--- src/verilog/regfile_pkg.sv ---
//------------------------------
// Register file definitions
//------------------------------
package regfile_pkg;

  localparam int unsigned DATA_WIDTH    = 32;
  localparam int unsigned REG_IDX_WIDTH = 5;  // 32 slots per context
  localparam int unsigned MAX_CONTEXT   = 4;  // One status byte each
  localparam int unsigned JOB_ID_WIDTH  = 8;
  localparam int unsigned FINISHED_MAX  = 2;

  // Mandatory registers
  localparam int unsigned IDX_TRIGGER    = 0;
  localparam int unsigned IDX_ACQUIRE    = 1;
  localparam int unsigned IDX_FINISHED   = 2;  // Cleared on read
  localparam int unsigned IDX_STATUS     = 3;
  localparam int unsigned IDX_RUNNING_ID = 4;
  localparam int unsigned IDX_SOFT_CLEAR = 5;

  localparam int unsigned IDX_GENERIC_BASE = 8;
  localparam int unsigned IDX_JOB_BASE     = 16;  // Contexted from here up

  // Fixed reply words
  localparam logic [DATA_WIDTH-1:0] RESP_OTHER_OFFLOADING = 32'hFFFF_FFFE;  // -2
  localparam logic [DATA_WIDTH-1:0] RESP_ALL_BUSY         = 32'hFFFF_FFFF;  // -1
  localparam logic [DATA_WIDTH-1:0] RDATA_UNMAPPED        = 32'hDEAD_BEEF;

  localparam logic [7:0] STATUS_BUSY = 8'h01;

  // Source of the read reply, chosen at decode time
  localparam int unsigned SEL_WIDTH = 3;
  localparam logic [SEL_WIDTH-1:0] SEL_UNMAPPED  = 3'd0;
  localparam logic [SEL_WIDTH-1:0] SEL_ACQUIRE   = 3'd1;
  localparam logic [SEL_WIDTH-1:0] SEL_MANDATORY = 3'd2;
  localparam logic [SEL_WIDTH-1:0] SEL_JOB       = 3'd3;
  localparam logic [SEL_WIDTH-1:0] SEL_GENERIC   = 3'd4;

endpackage
--- src/verilog/hwpe_regfile_top.sv ---
//------------------------------
// Accelerator register file
//------------------------------
module hwpe_regfile_top #(
  parameter int unsigned N_CONTEXT      = 2,
  parameter int unsigned N_JOB_REGS     = 4,
  parameter int unsigned N_GENERIC_REGS = 2,
  localparam int unsigned CTX_WIDTH  = (N_CONTEXT > 1) ? $clog2(N_CONTEXT) : 1,
  localparam int unsigned ADDR_WIDTH = regfile_pkg::REG_IDX_WIDTH + CTX_WIDTH
) (
  input  logic                                 clk_i,
  input  logic                                 rst_ni,
  input  logic                                 req_i,
  input  logic                                 we_i,
  input  logic [ADDR_WIDTH-1:0]                addr_i,
  input  logic [regfile_pkg::DATA_WIDTH-1:0]   wdata_i,
  input  logic [regfile_pkg::DATA_WIDTH/8-1:0] be_i,
  output logic                                 rvalid_o,
  output logic [regfile_pkg::DATA_WIDTH-1:0]   rdata_o,
  input  logic                                 done_i,
  output logic                                 start_o,
  output logic [CTX_WIDTH-1:0]                 running_context_o,
  output logic [N_JOB_REGS-1:0][regfile_pkg::DATA_WIDTH-1:0]     job_params_o,
  output logic [N_GENERIC_REGS-1:0][regfile_pkg::DATA_WIDTH-1:0] generic_params_o
);
  import regfile_pkg::*;

  logic [CTX_WIDTH-1:0]     ctx;
  logic [REG_IDX_WIDTH-1:0] idx;
  logic                     trigger;
  logic                     acquire;
  logic                     finished_read;
  logic                     soft_clear;
  logic                     job_we;
  logic                     generic_we;
  logic                     read;
  logic [SEL_WIDTH-1:0]     read_sel;
  logic                     store_clear;
  logic [DATA_WIDTH-1:0]    acquire_rdata;
  logic [DATA_WIDTH-1:0]    status_word;
  logic [DATA_WIDTH-1:0]    finished_word;
  logic [DATA_WIDTH-1:0]    running_id_word;
  logic [DATA_WIDTH-1:0]    job_rdata;
  logic [DATA_WIDTH-1:0]    generic_rdata;

  regfile_decode #(
    .N_CONTEXT      (N_CONTEXT),
    .N_JOB_REGS     (N_JOB_REGS),
    .N_GENERIC_REGS (N_GENERIC_REGS)
  ) i_decode (
    .req_i           (req_i),
    .we_i            (we_i),
    .addr_i          (addr_i),
    .ctx_o           (ctx),
    .idx_o           (idx),
    .trigger_o       (trigger),
    .acquire_o       (acquire),
    .finished_read_o (finished_read),
    .soft_clear_o    (soft_clear),
    .job_we_o        (job_we),
    .generic_we_o    (generic_we),
    .read_o          (read),
    .read_sel_o      (read_sel)
  );

  regfile_store #(
    .N_CONTEXT      (N_CONTEXT),
    .N_JOB_REGS     (N_JOB_REGS),
    .N_GENERIC_REGS (N_GENERIC_REGS)
  ) i_store (
    .clk_i             (clk_i),
    .rst_ni            (rst_ni),
    .clear_i           (store_clear),
    .job_we_i          (job_we),
    .generic_we_i      (generic_we),
    .ctx_i             (ctx),
    .idx_i             (idx),
    .wdata_i           (wdata_i),
    .be_i              (be_i),
    .running_context_i (running_context_o),
    .job_rdata_o       (job_rdata),
    .generic_rdata_o   (generic_rdata),
    .job_params_o      (job_params_o),
    .generic_params_o  (generic_params_o)
  );

  regfile_job_ctrl #(
    .N_CONTEXT (N_CONTEXT)
  ) i_job_ctrl (
    .clk_i             (clk_i),
    .rst_ni            (rst_ni),
    .trigger_i         (trigger),
    .acquire_i         (acquire),
    .finished_read_i   (finished_read),
    .soft_clear_i      (soft_clear),
    .done_i            (done_i),
    .acquire_rdata_o   (acquire_rdata),
    .status_o          (status_word),
    .finished_o        (finished_word),
    .running_id_o      (running_id_word),
    .running_context_o (running_context_o),
    .start_o           (start_o),
    .clear_o           (store_clear)
  );

  regfile_resp i_resp (
    .clk_i           (clk_i),
    .rst_ni          (rst_ni),
    .read_i          (read),
    .read_sel_i      (read_sel),
    .idx_i           (idx),
    .acquire_rdata_i (acquire_rdata),
    .status_i        (status_word),
    .finished_i      (finished_word),
    .running_id_i    (running_id_word),
    .job_rdata_i     (job_rdata),
    .generic_rdata_i (generic_rdata),
    .rvalid_o        (rvalid_o),
    .rdata_o         (rdata_o)
  );

endmodule

--- src/verilog/regfile_resp.sv ---
//------------------------------
// Read reply
//------------------------------
module regfile_resp (
  input  logic                                  clk_i,
  input  logic                                  rst_ni,
  input  logic                                  read_i,
  input  logic [regfile_pkg::SEL_WIDTH-1:0]     read_sel_i,
  input  logic [regfile_pkg::REG_IDX_WIDTH-1:0] idx_i,
  input  logic [regfile_pkg::DATA_WIDTH-1:0]    acquire_rdata_i,
  input  logic [regfile_pkg::DATA_WIDTH-1:0]    status_i,
  input  logic [regfile_pkg::DATA_WIDTH-1:0]    finished_i,
  input  logic [regfile_pkg::DATA_WIDTH-1:0]    running_id_i,
  input  logic [regfile_pkg::DATA_WIDTH-1:0]    job_rdata_i,
  input  logic [regfile_pkg::DATA_WIDTH-1:0]    generic_rdata_i,
  output logic                                  rvalid_o,
  output logic [regfile_pkg::DATA_WIDTH-1:0]    rdata_o
);
  import regfile_pkg::*;

  logic [DATA_WIDTH-1:0] mandatory_word;
  logic [DATA_WIDTH-1:0] rdata_d;

  always_comb begin
    case (idx_i)
      IDX_FINISHED:   mandatory_word = finished_i;
      IDX_STATUS:     mandatory_word = status_i;
      IDX_RUNNING_ID: mandatory_word = running_id_i;
      default:        mandatory_word = '0;  // Soft clear reads zero
    endcase
  end

  always_comb begin
    case (read_sel_i)
      SEL_ACQUIRE:   rdata_d = acquire_rdata_i;
      SEL_MANDATORY: rdata_d = mandatory_word;
      SEL_JOB:       rdata_d = job_rdata_i;
      SEL_GENERIC:   rdata_d = generic_rdata_i;
      default:       rdata_d = RDATA_UNMAPPED;
    endcase
  end

  // Single stage, one reply per read
  always_ff @(posedge clk_i or negedge rst_ni) begin
    if (!rst_ni) begin
      rvalid_o <= 1'b0;
      rdata_o  <= '0;
    end else begin
      rvalid_o <= read_i;
      if (read_i) begin
        rdata_o <= rdata_d;
      end
    end
  end

endmodule

--- src/verilog/regfile_job_ctrl.sv ---
//------------------------------
// Job control
//------------------------------
module regfile_job_ctrl #(
  parameter int unsigned N_CONTEXT = 2,
  localparam int unsigned CTX_WIDTH = (N_CONTEXT > 1) ? $clog2(N_CONTEXT) : 1
) (
  input  logic                               clk_i,
  input  logic                               rst_ni,
  input  logic                               trigger_i,
  input  logic                               acquire_i,
  input  logic                               finished_read_i,
  input  logic                               soft_clear_i,
  input  logic                               done_i,
  output logic [regfile_pkg::DATA_WIDTH-1:0] acquire_rdata_o,
  output logic [regfile_pkg::DATA_WIDTH-1:0] status_o,
  output logic [regfile_pkg::DATA_WIDTH-1:0] finished_o,
  output logic [regfile_pkg::DATA_WIDTH-1:0] running_id_o,
  output logic [CTX_WIDTH-1:0]               running_context_o,
  output logic                               start_o,
  output logic                               clear_o
);
  import regfile_pkg::*;

  localparam int unsigned FIN_WIDTH = $clog2(FINISHED_MAX + 1);

  logic [CTX_WIDTH-1:0]    pointer_q;   // Next context to fill
  logic [CTX_WIDTH-1:0]    running_q;   // Context the engine works on
  logic [CTX_WIDTH-1:0]    running_next;
  logic [N_CONTEXT-1:0]    busy_q;
  logic [MAX_CONTEXT-1:0]  busy_pad;
  logic                    critical_q;
  logic                    engine_busy_q;
  logic [JOB_ID_WIDTH-1:0] offload_id_q;
  logic [JOB_ID_WIDTH-1:0] running_id_q;
  logic                    running_id_incr_q;
  logic [FIN_WIDTH-1:0]    finished_q;
  logic                    start_q;
  logic                    acquire_ok;
  logic                    trigger_ok;
  logic                    job_done;
  logic                    next_busy;
  logic                    start_d;

  function automatic logic [CTX_WIDTH-1:0] next_ctx(input logic [CTX_WIDTH-1:0] ctx);
    if (ctx == CTX_WIDTH'(N_CONTEXT - 1)) begin
      return '0;
    end
    return ctx + 1'b1;
  endfunction

  assign acquire_ok   = acquire_i && !critical_q && !(&busy_q);
  assign trigger_ok   = trigger_i && !busy_q[pointer_q];
  assign job_done     = done_i && engine_busy_q;
  assign running_next = next_ctx(running_q);

  // Following context already queued, or being queued right now
  assign next_busy = (running_next != running_q) &&
                     (busy_q[running_next] || (trigger_ok && pointer_q == running_next));
  assign start_d   = (trigger_ok && !engine_busy_q) || (job_done && next_busy);

  always_ff @(posedge clk_i or negedge rst_ni) begin
    if (!rst_ni) begin
      pointer_q         <= '0;
      running_q         <= '0;
      busy_q            <= '0;
      critical_q        <= 1'b0;
      engine_busy_q     <= 1'b0;
      offload_id_q      <= '0;
      running_id_q      <= '0;
      running_id_incr_q <= 1'b0;
      finished_q        <= '0;
      start_q           <= 1'b0;
    end else if (soft_clear_i) begin
      pointer_q         <= '0;
      running_q         <= '0;
      busy_q            <= '0;
      critical_q        <= 1'b0;
      engine_busy_q     <= 1'b0;
      offload_id_q      <= '0;
      running_id_q      <= '0;
      running_id_incr_q <= 1'b0;
      finished_q        <= '0;
      start_q           <= 1'b0;
    end else begin
      if (trigger_ok) begin
        busy_q[pointer_q] <= 1'b1;
        pointer_q         <= next_ctx(pointer_q);
      end
      if (job_done) begin
        busy_q[running_q] <= 1'b0;  // Never the trigger target while running
        running_q         <= running_next;
      end
      if (acquire_ok) begin
        critical_q   <= 1'b1;
        offload_id_q <= offload_id_q + 1'b1;
      end else if (trigger_i) begin
        critical_q <= 1'b0;
      end
      running_id_incr_q <= job_done;  // Id moves one cycle behind done
      if (running_id_incr_q) begin
        running_id_q <= running_id_q + 1'b1;
      end
      if (finished_read_i) begin
        finished_q <= '0;
      end else if (job_done && finished_q < FINISHED_MAX) begin
        finished_q <= finished_q + 1'b1;
      end
      start_q <= start_d;
      if (start_d) begin
        engine_busy_q <= 1'b1;
      end else if (job_done) begin
        engine_busy_q <= 1'b0;
      end
    end
  end

  always_comb begin
    if (critical_q) begin
      acquire_rdata_o = RESP_OTHER_OFFLOADING;
    end else if (&busy_q) begin
      acquire_rdata_o = RESP_ALL_BUSY;
    end else begin
      acquire_rdata_o = DATA_WIDTH'(offload_id_q);
    end
  end

  // One status byte per context, unused bytes read zero
  assign busy_pad = MAX_CONTEXT'(busy_q);
  always_comb begin
    status_o = '0;
    for (int c = 0; c < MAX_CONTEXT; c++) begin
      if (busy_pad[c]) begin
        status_o[8*c +: 8] = STATUS_BUSY;
      end
    end
  end

  assign finished_o        = DATA_WIDTH'(finished_q);
  assign running_id_o      = DATA_WIDTH'(running_id_q);
  assign running_context_o = running_q;
  assign start_o           = start_q;
  assign clear_o           = soft_clear_i;  // Store clears on the same edge

endmodule

--- src/verilog/regfile_store.sv ---
//------------------------------
// Parameter storage
//------------------------------
module regfile_store #(
  parameter int unsigned N_CONTEXT      = 2,
  parameter int unsigned N_JOB_REGS     = 4,
  parameter int unsigned N_GENERIC_REGS = 2,
  localparam int unsigned CTX_WIDTH = (N_CONTEXT > 1) ? $clog2(N_CONTEXT) : 1
) (
  input  logic                                    clk_i,
  input  logic                                    rst_ni,
  input  logic                                    clear_i,
  input  logic                                    job_we_i,
  input  logic                                    generic_we_i,
  input  logic [CTX_WIDTH-1:0]                    ctx_i,
  input  logic [regfile_pkg::REG_IDX_WIDTH-1:0]   idx_i,
  input  logic [regfile_pkg::DATA_WIDTH-1:0]      wdata_i,
  input  logic [regfile_pkg::DATA_WIDTH/8-1:0]    be_i,
  input  logic [CTX_WIDTH-1:0]                    running_context_i,
  output logic [regfile_pkg::DATA_WIDTH-1:0]      job_rdata_o,
  output logic [regfile_pkg::DATA_WIDTH-1:0]      generic_rdata_o,
  output logic [N_JOB_REGS-1:0][regfile_pkg::DATA_WIDTH-1:0]     job_params_o,
  output logic [N_GENERIC_REGS-1:0][regfile_pkg::DATA_WIDTH-1:0] generic_params_o
);
  import regfile_pkg::*;

  localparam int unsigned N_BYTES = DATA_WIDTH / 8;

  logic [N_CONTEXT-1:0][N_JOB_REGS-1:0][DATA_WIDTH-1:0] job_q;
  logic [N_GENERIC_REGS-1:0][DATA_WIDTH-1:0]            generic_q;

  function automatic logic [DATA_WIDTH-1:0] merge_bytes(input logic [DATA_WIDTH-1:0] old_w,
                                                         input logic [DATA_WIDTH-1:0] new_w,
                                                         input logic [N_BYTES-1:0]    be);
    logic [DATA_WIDTH-1:0] res;
    res = old_w;
    for (int b = 0; b < N_BYTES; b++) begin
      if (be[b]) begin
        res[8*b +: 8] = new_w[8*b +: 8];
      end
    end
    return res;
  endfunction

  always_ff @(posedge clk_i or negedge rst_ni) begin
    if (!rst_ni) begin
      job_q     <= '0;
      generic_q <= '0;
    end else if (clear_i) begin
      job_q     <= '0;
      generic_q <= '0;
    end else begin
      for (int c = 0; c < N_CONTEXT; c++) begin
        for (int r = 0; r < N_JOB_REGS; r++) begin
          if (job_we_i && ctx_i == c && idx_i == IDX_JOB_BASE + r) begin
            job_q[c][r] <= merge_bytes(job_q[c][r], wdata_i, be_i);
          end
        end
      end
      for (int g = 0; g < N_GENERIC_REGS; g++) begin
        if (generic_we_i && idx_i == IDX_GENERIC_BASE + g) begin
          generic_q[g] <= merge_bytes(generic_q[g], wdata_i, be_i);
        end
      end
    end
  end

  // Read port, registered later in the reply stage
  always_comb begin
    job_rdata_o     = '0;
    generic_rdata_o = '0;
    for (int c = 0; c < N_CONTEXT; c++) begin
      for (int r = 0; r < N_JOB_REGS; r++) begin
        if (ctx_i == c && idx_i == IDX_JOB_BASE + r) begin
          job_rdata_o = job_q[c][r];
        end
      end
    end
    for (int g = 0; g < N_GENERIC_REGS; g++) begin
      if (idx_i == IDX_GENERIC_BASE + g) begin
        generic_rdata_o = generic_q[g];
      end
    end
  end

  assign job_params_o     = job_q[running_context_i];  // Engine sees its own context
  assign generic_params_o = generic_q;

endmodule

--- src/verilog/regfile_decode.sv ---
//------------------------------
// Bus access decode
//------------------------------
module regfile_decode #(
  parameter int unsigned N_CONTEXT      = 2,
  parameter int unsigned N_JOB_REGS     = 4,
  parameter int unsigned N_GENERIC_REGS = 2,
  localparam int unsigned CTX_WIDTH  = (N_CONTEXT > 1) ? $clog2(N_CONTEXT) : 1,
  localparam int unsigned ADDR_WIDTH = regfile_pkg::REG_IDX_WIDTH + CTX_WIDTH
) (
  input  logic                                  req_i,
  input  logic                                  we_i,
  input  logic [ADDR_WIDTH-1:0]                 addr_i,
  output logic [CTX_WIDTH-1:0]                  ctx_o,
  output logic [regfile_pkg::REG_IDX_WIDTH-1:0] idx_o,
  output logic                                  trigger_o,
  output logic                                  acquire_o,
  output logic                                  finished_read_o,
  output logic                                  soft_clear_o,
  output logic                                  job_we_o,
  output logic                                  generic_we_o,
  output logic                                  read_o,
  output logic [regfile_pkg::SEL_WIDTH-1:0]     read_sel_o
);
  import regfile_pkg::*;

  logic is_job;
  logic is_generic;
  logic is_mandatory;
  logic rd;
  logic wr;

  assign ctx_o = addr_i[ADDR_WIDTH-1:REG_IDX_WIDTH];
  assign idx_o = addr_i[REG_IDX_WIDTH-1:0];

  assign rd = req_i && !we_i;
  assign wr = req_i && we_i;

  // Slots past the configured counts fall through to unmapped
  assign is_job = (idx_o >= IDX_JOB_BASE) && (idx_o < IDX_JOB_BASE + N_JOB_REGS) &&
                  (ctx_o < N_CONTEXT);
  assign is_generic = (idx_o >= IDX_GENERIC_BASE) &&
                      (idx_o < IDX_GENERIC_BASE + N_GENERIC_REGS);
  assign is_mandatory = (idx_o >= IDX_FINISHED) && (idx_o <= IDX_SOFT_CLEAR);

  assign trigger_o       = wr && (idx_o == IDX_TRIGGER);
  assign acquire_o       = rd && (idx_o == IDX_ACQUIRE);  // A read is the acquire
  assign finished_read_o = rd && (idx_o == IDX_FINISHED);
  assign soft_clear_o    = wr && (idx_o == IDX_SOFT_CLEAR);
  assign job_we_o        = wr && is_job;
  assign generic_we_o    = wr && is_generic;
  assign read_o          = rd;

  always_comb begin
    if (idx_o == IDX_ACQUIRE) begin
      read_sel_o = SEL_ACQUIRE;
    end else if (is_mandatory) begin
      read_sel_o = SEL_MANDATORY;
    end else if (is_job) begin
      read_sel_o = SEL_JOB;
    end else if (is_generic) begin
      read_sel_o = SEL_GENERIC;
    end else begin
      read_sel_o = SEL_UNMAPPED;  // Trigger slot and holes
    end
  end

endmodule

--- config.mk ---
export PLATFORM = sky130hd
export DESIGN_NAME = hwpe_regfile_top
export DESIGN_NICKNAME = d
export VERILOG_FILES = /design/src/verilog/regfile_pkg.sv /design/src/verilog/hwpe_regfile_top.sv /design/src/verilog/regfile_resp.sv /design/src/verilog/regfile_job_ctrl.sv /design/src/verilog/regfile_store.sv /design/src/verilog/regfile_decode.sv
export SDC_FILE = /design/constraint.sdc
export NUM_CORES = 1
export LEC_CHECK = 0
export ABC_AREA = 1
export BUFFER_PORTS_ARGS = -buffer_cell sky130_fd_sc_hd__buf_2
export CAP_MARGIN = 10
export CORE_MARGIN = 8
export CORE_UTILIZATION = 50
export CTS_BUF_LIST = sky130_fd_sc_hd__clkbuf_4 sky130_fd_sc_hd__clkbuf_8 sky130_fd_sc_hd__clkbuf_16
export DETAILED_ROUTE_END_ITERATION = 7
export GPL_TIMING_DRIVEN = 0
export MAX_ROUTING_LAYER = met4
export PLACE_DENSITY = 0.71
export SLEW_MARGIN = 25
export SYNTH_ARGS = -nofsm -noshare
export SYNTH_HDL_FRONTEND = slang
export SYNTH_HIERARCHICAL = 1
export SYNTH_SLANG_ARGS = --single-unit
--- constraint.sdc ---
create_clock -name clk_i -period 2.51 [get_ports clk_i]
set_clock_uncertainty 0.2 [all_clocks]
set_input_delay 0.502 -clock clk_i [delete_from_list [all_inputs] [get_ports clk_i]]
set_output_delay 0.502 -clock clk_i [all_outputs]
set_load 0.02 [all_outputs]
; ---- After elaboration in Yosys (flattened, before gate mapping)
; Cells that the tools add are included.
[word_totals]
register_bits = 379
latchBits = 0
mem_bits_rw = 0
rom_bits = 0
inputBits = 47
out_inout_bits = 227
wordCells = 279
mem_count = 0
[classes]
addsub = 5
n_mul = 0
n_div = 0
order_cmp = 12
eq_ne = 17
n_shift = 0
n_mux = 77
bitwise = 4
reduce_logical = 112
[op_table]
columns = cell, n
row1 = 2-to-1 mux 32 bit, 22
row2 = 2-to-1 mux 128 bit, 2
row3 = 2-to-1 mux 256 bit, 1
row4 = case mux 32 bit (4 select lines), 1
row5 = AND reduction 2 bit, 41
row6 = 2-to-1 mux 64 bit, 1
row7 = 2-to-1 mux 8 bit, 8
row8 = logical AND 1 bit, 42
row9 = nonzero test 2 bit, 18
row10 = 2-to-1 mux 1 bit, 28
row11 = case mux 9 bit (3 select lines), 1
row12 = "== test 5 bit, second input constant", 4
row13 = "adder 8 x 1 -> 8 bit, second input constant", 2
row14 = 2-to-1 mux 2 bit, 7
row15 = 2-to-1 mux 3 bit, 4
row16 = "== test 5 x 2 -> 1 bit, second input constant", 2
row17 = "== test 5 x 3 -> 1 bit, second input constant", 2
row18 = "== test 5 x 4 -> 1 bit, second input constant", 2
row19 = nonzero test 3 bit, 3
row20 = "== test 3 x 2 -> 1 bit, second input constant", 2
row21 = "< comparator 1 x 2 -> 1 bit, second input constant", 3
row22 = "== test 5 x 1 -> 1 bit, second input constant", 1
row23 = "greater-or-equal comparator 5 x 2 -> 1 bit, second input constant", 1
row24 = "greater-or-equal comparator 5 x 4 -> 1 bit, second input constant", 1
row25 = other kinds (20), 28

; ---- Depth between registers and ports, before layout
[logic_depth]
depth_word = 11
ltp_mapped = 16
ltp_nobuf = 14

; ---- By module
; Netlist, hierarchy kept.
[by_module_without_submodules]
columns = module, n_inst, cells_per_inst, area_per_inst_um2, seq_area_each_um2
row1 = regfile_store, 1, 1792, 15536.2, 8007.7
row2 = regfile_resp, 1, 506, 3081.7, 825.8
row3 = regfile_job_ctrl, 1, 284, 2149.6, 650.6
row4 = regfile_decode, 1, 39, 200.2, 0.0

; ---- Least setup slack after synthesis
; OpenSTA, ideal clock, no wires.
[synth_timing]
path_kind = input -> register
from = input addr_i[3]
to = register i_store.generic_q, in the netlist i_store/generic_params_o[5]
setup_time_ns = 0.132
arrival_ns = 2.239
required_ns = 2.178
setup_slack_ns = -0.060
stages = 11
cell_sequence = nor2_4 nand3_1 nor2_1 buf_4 buf_2 clkinv_1 nand2_1 nand2_1 clkbuf_1 nand2_1 o21ai_0
[synth_via]
elab_cells_between_ends = 12
[synth_rtl]
columns = item, line
row1 = "start, declared", hwpe_regfile_top.sv:15  ; input logic [ADDR_WIDTH-1:0] addr_i,
row2 = == test 5 x 3 -> 1 bit *, regfile_decode.sv:49  ; assign soft_clear_o = wr && (idx_o == IDX_SOFT_CLEAR);
row3 = logical AND 1 bit *, regfile_decode.sv:49
row4 = named net soft_clear, hwpe_regfile_top.sv:33  ; logic soft_clear;
row5 = nonzero test 2 bit (no source line), n/a
row6 = AND reduction 2 bit (no source line), n/a
row7 = "end signal, assigned by index", regfile_store.sv:62  ; generic_q[g] <= merge_bytes(generic_q[g], wdata_i, be_i);
row8 = "end, declared", regfile_store.sv:30  ; logic [N_GENERIC_REGS-1:0][DATA_WIDTH-1:0] generic_q;
; The timed path passes the listed nets; every way through them passes the cells marked *.
; A chain may end at the register's enable or synchronous reset.

==> metrics.csv <==
metric,value,unit
maximum clock frequency,0.368,GHz
worst setup path endpoint,job_params_o[120],
wire length per cell,22.7,µm
Final Wtd Congestion,0.992,
"commonest non-fill, non-tap cells in the layout","744 x nand2_1, 378 x dfrtp_1, 287 x o21ai_0",
die width,221,µm
clk slew on worst S/H paths,0.06,ns
final worst hold slack,0.114,ns
die height,221,µm
largest net degree at the start of global routing,92,
CP max stage cell,mux2_2,
"Seq/Total Area, Yosys",45.2,%
DRT Pass-1 Iters,6,
crit-path cells,buf_12 -> clkbuf_16 -> clkbuf_16 -> mux2_2 -> buf_4,
CTS buffer count,42,
FF-to-FF path depth,10,
initial antenna violation count,5,
required time worst endpoint,1.81,ns
synth unique cells,43,
clock sink count,379,
Layout Cells excl Fill,3619,
prevailing post-synth register cell,dfrtp_1,
effective utilization at floorplan,50.3,%
drt drc,0,
Final ANT Viol Nets,0,
Hold Fails Final Rpt,0,
final worst setup slack,-0.207,ns
Place WS,-1.30,ns
"Arr. time, crit path",2.02,ns
post-synthesis async set-or-reset flop share,100,%
Slew Limit Headroom,48.9,%
net count reported at finish,3094,
peak supply drop,829,µV
leak pwr,13.3,nW
first-pass GRT wire length,123000,µm
CTS max path bufs,3,
H-tree depth,2,
Synth area leader,dfrtp_1,
Die Area,48700,µm²
Clock Latency Late Sink,0.61,ns
largest stage delay on the critical path,0.38,ns
"most used cell, CP",clkbuf_16,
MaxCap Viol Count,0,
reg2reg end,i_resp/rdata_o[4]$_DFFE_PN0P_,
Layout area overhead,28.1,%
Max Slew Vio Count,0,
DRT Wirelength,82300,µm
critical path type,register to output port,
layout cell share with drive strength beyond 1,28.4,%
Finish-stage setup viols,130,
R2R Path Start,i_job_ctrl/busy_q[1]$_DFF_PN0_,
final worst path period need,2.72,ns
grt ovf,0,
root buf cell,clkbuf_16,
I/O Buffers,272,
Mapped Cells,2621,
syn_area_per_cell,8.00,µm²
hpwl dp,59800,µm
area of the core,41700,µm²
post-synth top area share,45.2,%
Least-Margin Pin Slew,0.766,ns
IO Pins,274,
vias post-DR,20900,
CTS tree,built,
vias per cell,5.79,
Post-synth EDFFs,0,
GRT Util Overall,34.4,%
std cell rows,75,
Worst Path Max Fanout,10,
placed cell count,3519,
Syn. warnings,6,
1st-iter DRT viols,2465,
"commonest non-fill, non-tap cell in the layout",nand2_1,
worst hold path class,input pin to register,
"top cells by area, synth","dfrtp_1 45%, nand2_1 14%, mux2_2 6.9%",
failing checks,negative setup slack,
PD cells,752,nW/µm²
unrepaired setup endpoints after global routing,true,
number of global-route vias before repair,20400,
FF-to-FF setup slack,0.26,ns
number of synthesized register bits,379,
Critical Path Source,i_job_ctrl/running_context_o$_DFFE_PN0P_,
startpoint types,register,
outcome,"complete, but fails checks",
crit end category,output port,
Mapped Area,21000,µm²
period utilization,108,%
report_power, final:
part / total [mW] / switching [mW] / internal (mW)
registers: 7.36 / 0.615 / 6.75
clock network: 6.47 / 2.67 / 3.79
logic: 6.37 / 3.35 / 3.02
total: 20.2 / 6.64 / 13.6
synthesized netlist by cell type (all sizes together), types with 3 or more instances:
cell / n
o21ai: 391
dfrtp: 379
nand4: 122
mux2: 128
or2: 8
o21bai: 33
buf: 201
nand3: 211
o22ai: 3
clkbuf: 63
inv: 94
nor2: 153
a21oi: 32
nand2: 789
critical path, delay by kind of cell, from the launching register on:
kind,cells,cell delay [ns]
multiplexers,1,0.38
buffers and inverters,4,0.67
flip-flops,1,0.37
kinds of logic (layout without fill, tap and decap cells):
family                     after synthesis  count (layout)  synth area share [%]
and+or+nand+nor                       1288            1288                  26.8
adders and majority gates                2               2                 0.119
DFF                                    379             379                  45.2
muxes                                  128             128                  6.87
buffers and inverters                  359             733                  9.06
xor gates and xnor gates                 2               2                0.0836
other                                    1              86                0.0179
AOI/OAI and AO/OA                      462             462                  11.8
flip-flops by register name (all words and copies together), names as in the netlist:
signal and cells:
i_job_ctrl/busy_q 2, i_job_ctrl/critical_q 1, i_job_ctrl/engine_busy_q 1, i_job_ctrl/finished_q 2, i_job_ctrl/offload_id_q 8, i_job_ctrl/pointer_q 1
i_job_ctrl/running_context_o 1, i_job_ctrl/running_id_incr_q 1, i_job_ctrl/running_id_q 8, i_job_ctrl/start_o 1, i_resp/rdata_o 32, i_resp/rvalid_o 1
i_store/generic_params_o 64, i_store/job_q 256
per-layer routing:
metal | vias to the layer above | part of all wire (%) | track usage (%)
li1 | 9447 | - | -
met1 | 10100 | 39 | 42.7
met2 | 1151 | 47 | 54.3
met3 | 255 | 9.1 | 6.90
met4 | 0 | 4.9 | 15.7
met5 | - | 0 | -
layout make-up:
type                       count  area (µm²)
inverter                      95         362
buffer                       258        1910
multi-input combinational   1966       10400
antenna                        2        5.00
fill                        3562       14800
clock buffer                  66        1300
tap                          539         674
clock inverter                11         155
timing repair buffer         303        2580
sequential                   379        9490
through the flow:
stage / power, mW / util (%) / instance area, µm² / TNS (ns)
6_report: 20.2 / 64.4 / 26900 / -18.88
5_1_grt: 20.8 / 64.4 / 26900 / -20.90
4_1_cts: 20.0 / 63.8 / 26600 / -18.39
3_5_place_dp: 11.9 / 56.3 / 23400 / -412.27
3_3_place_gp: 11.8 / 56.0 / 23300 / -2905.33
2_1_floorplan: 10.1 / - / 21300 / 0
repair_timing:
action / in CTS / in global routing
cloned: 13 / 0
hold buffers: 3 / 0
pin swaps: 2 / 14
resized for setup: 393 / 107
setup endpoints to repair: 480 / 360
endpoints found under the hold margin: 66 / 0
setup buffers: 6 / 5
how the worst min path moves through the flow:
stage / endpoint / depth (start not counted) / start / slack (ns)
3_5_place_dp: i_resp/rdata_o[20]$_DFFE_PN0P_ / 2 / i_resp/rdata_o[20]$_DFFE_PN0P_ / 0.26
3_3_place_gp: i_resp/rdata_o[29]$_DFFE_PN0P_ / 2 / i_resp/rdata_o[29]$_DFFE_PN0P_ / 0.26
4_1_cts: i_store/job_q[46]$_DFFE_PN0P_ / 3 / wdata_i[14] / 0.1
2_1_floorplan: i_job_ctrl/busy_q[0]$_DFF_PN0_ / 0 / rst_ni / 0.006
6_report: i_store/job_q[48]$_DFFE_PN0P_ / 3 / wdata_i[16] / 0.11
5_1_grt: i_store/job_q[46]$_DFFE_PN0P_ / 3 / wdata_i[14] / 0.13
(Power assumes the default switching activity.)
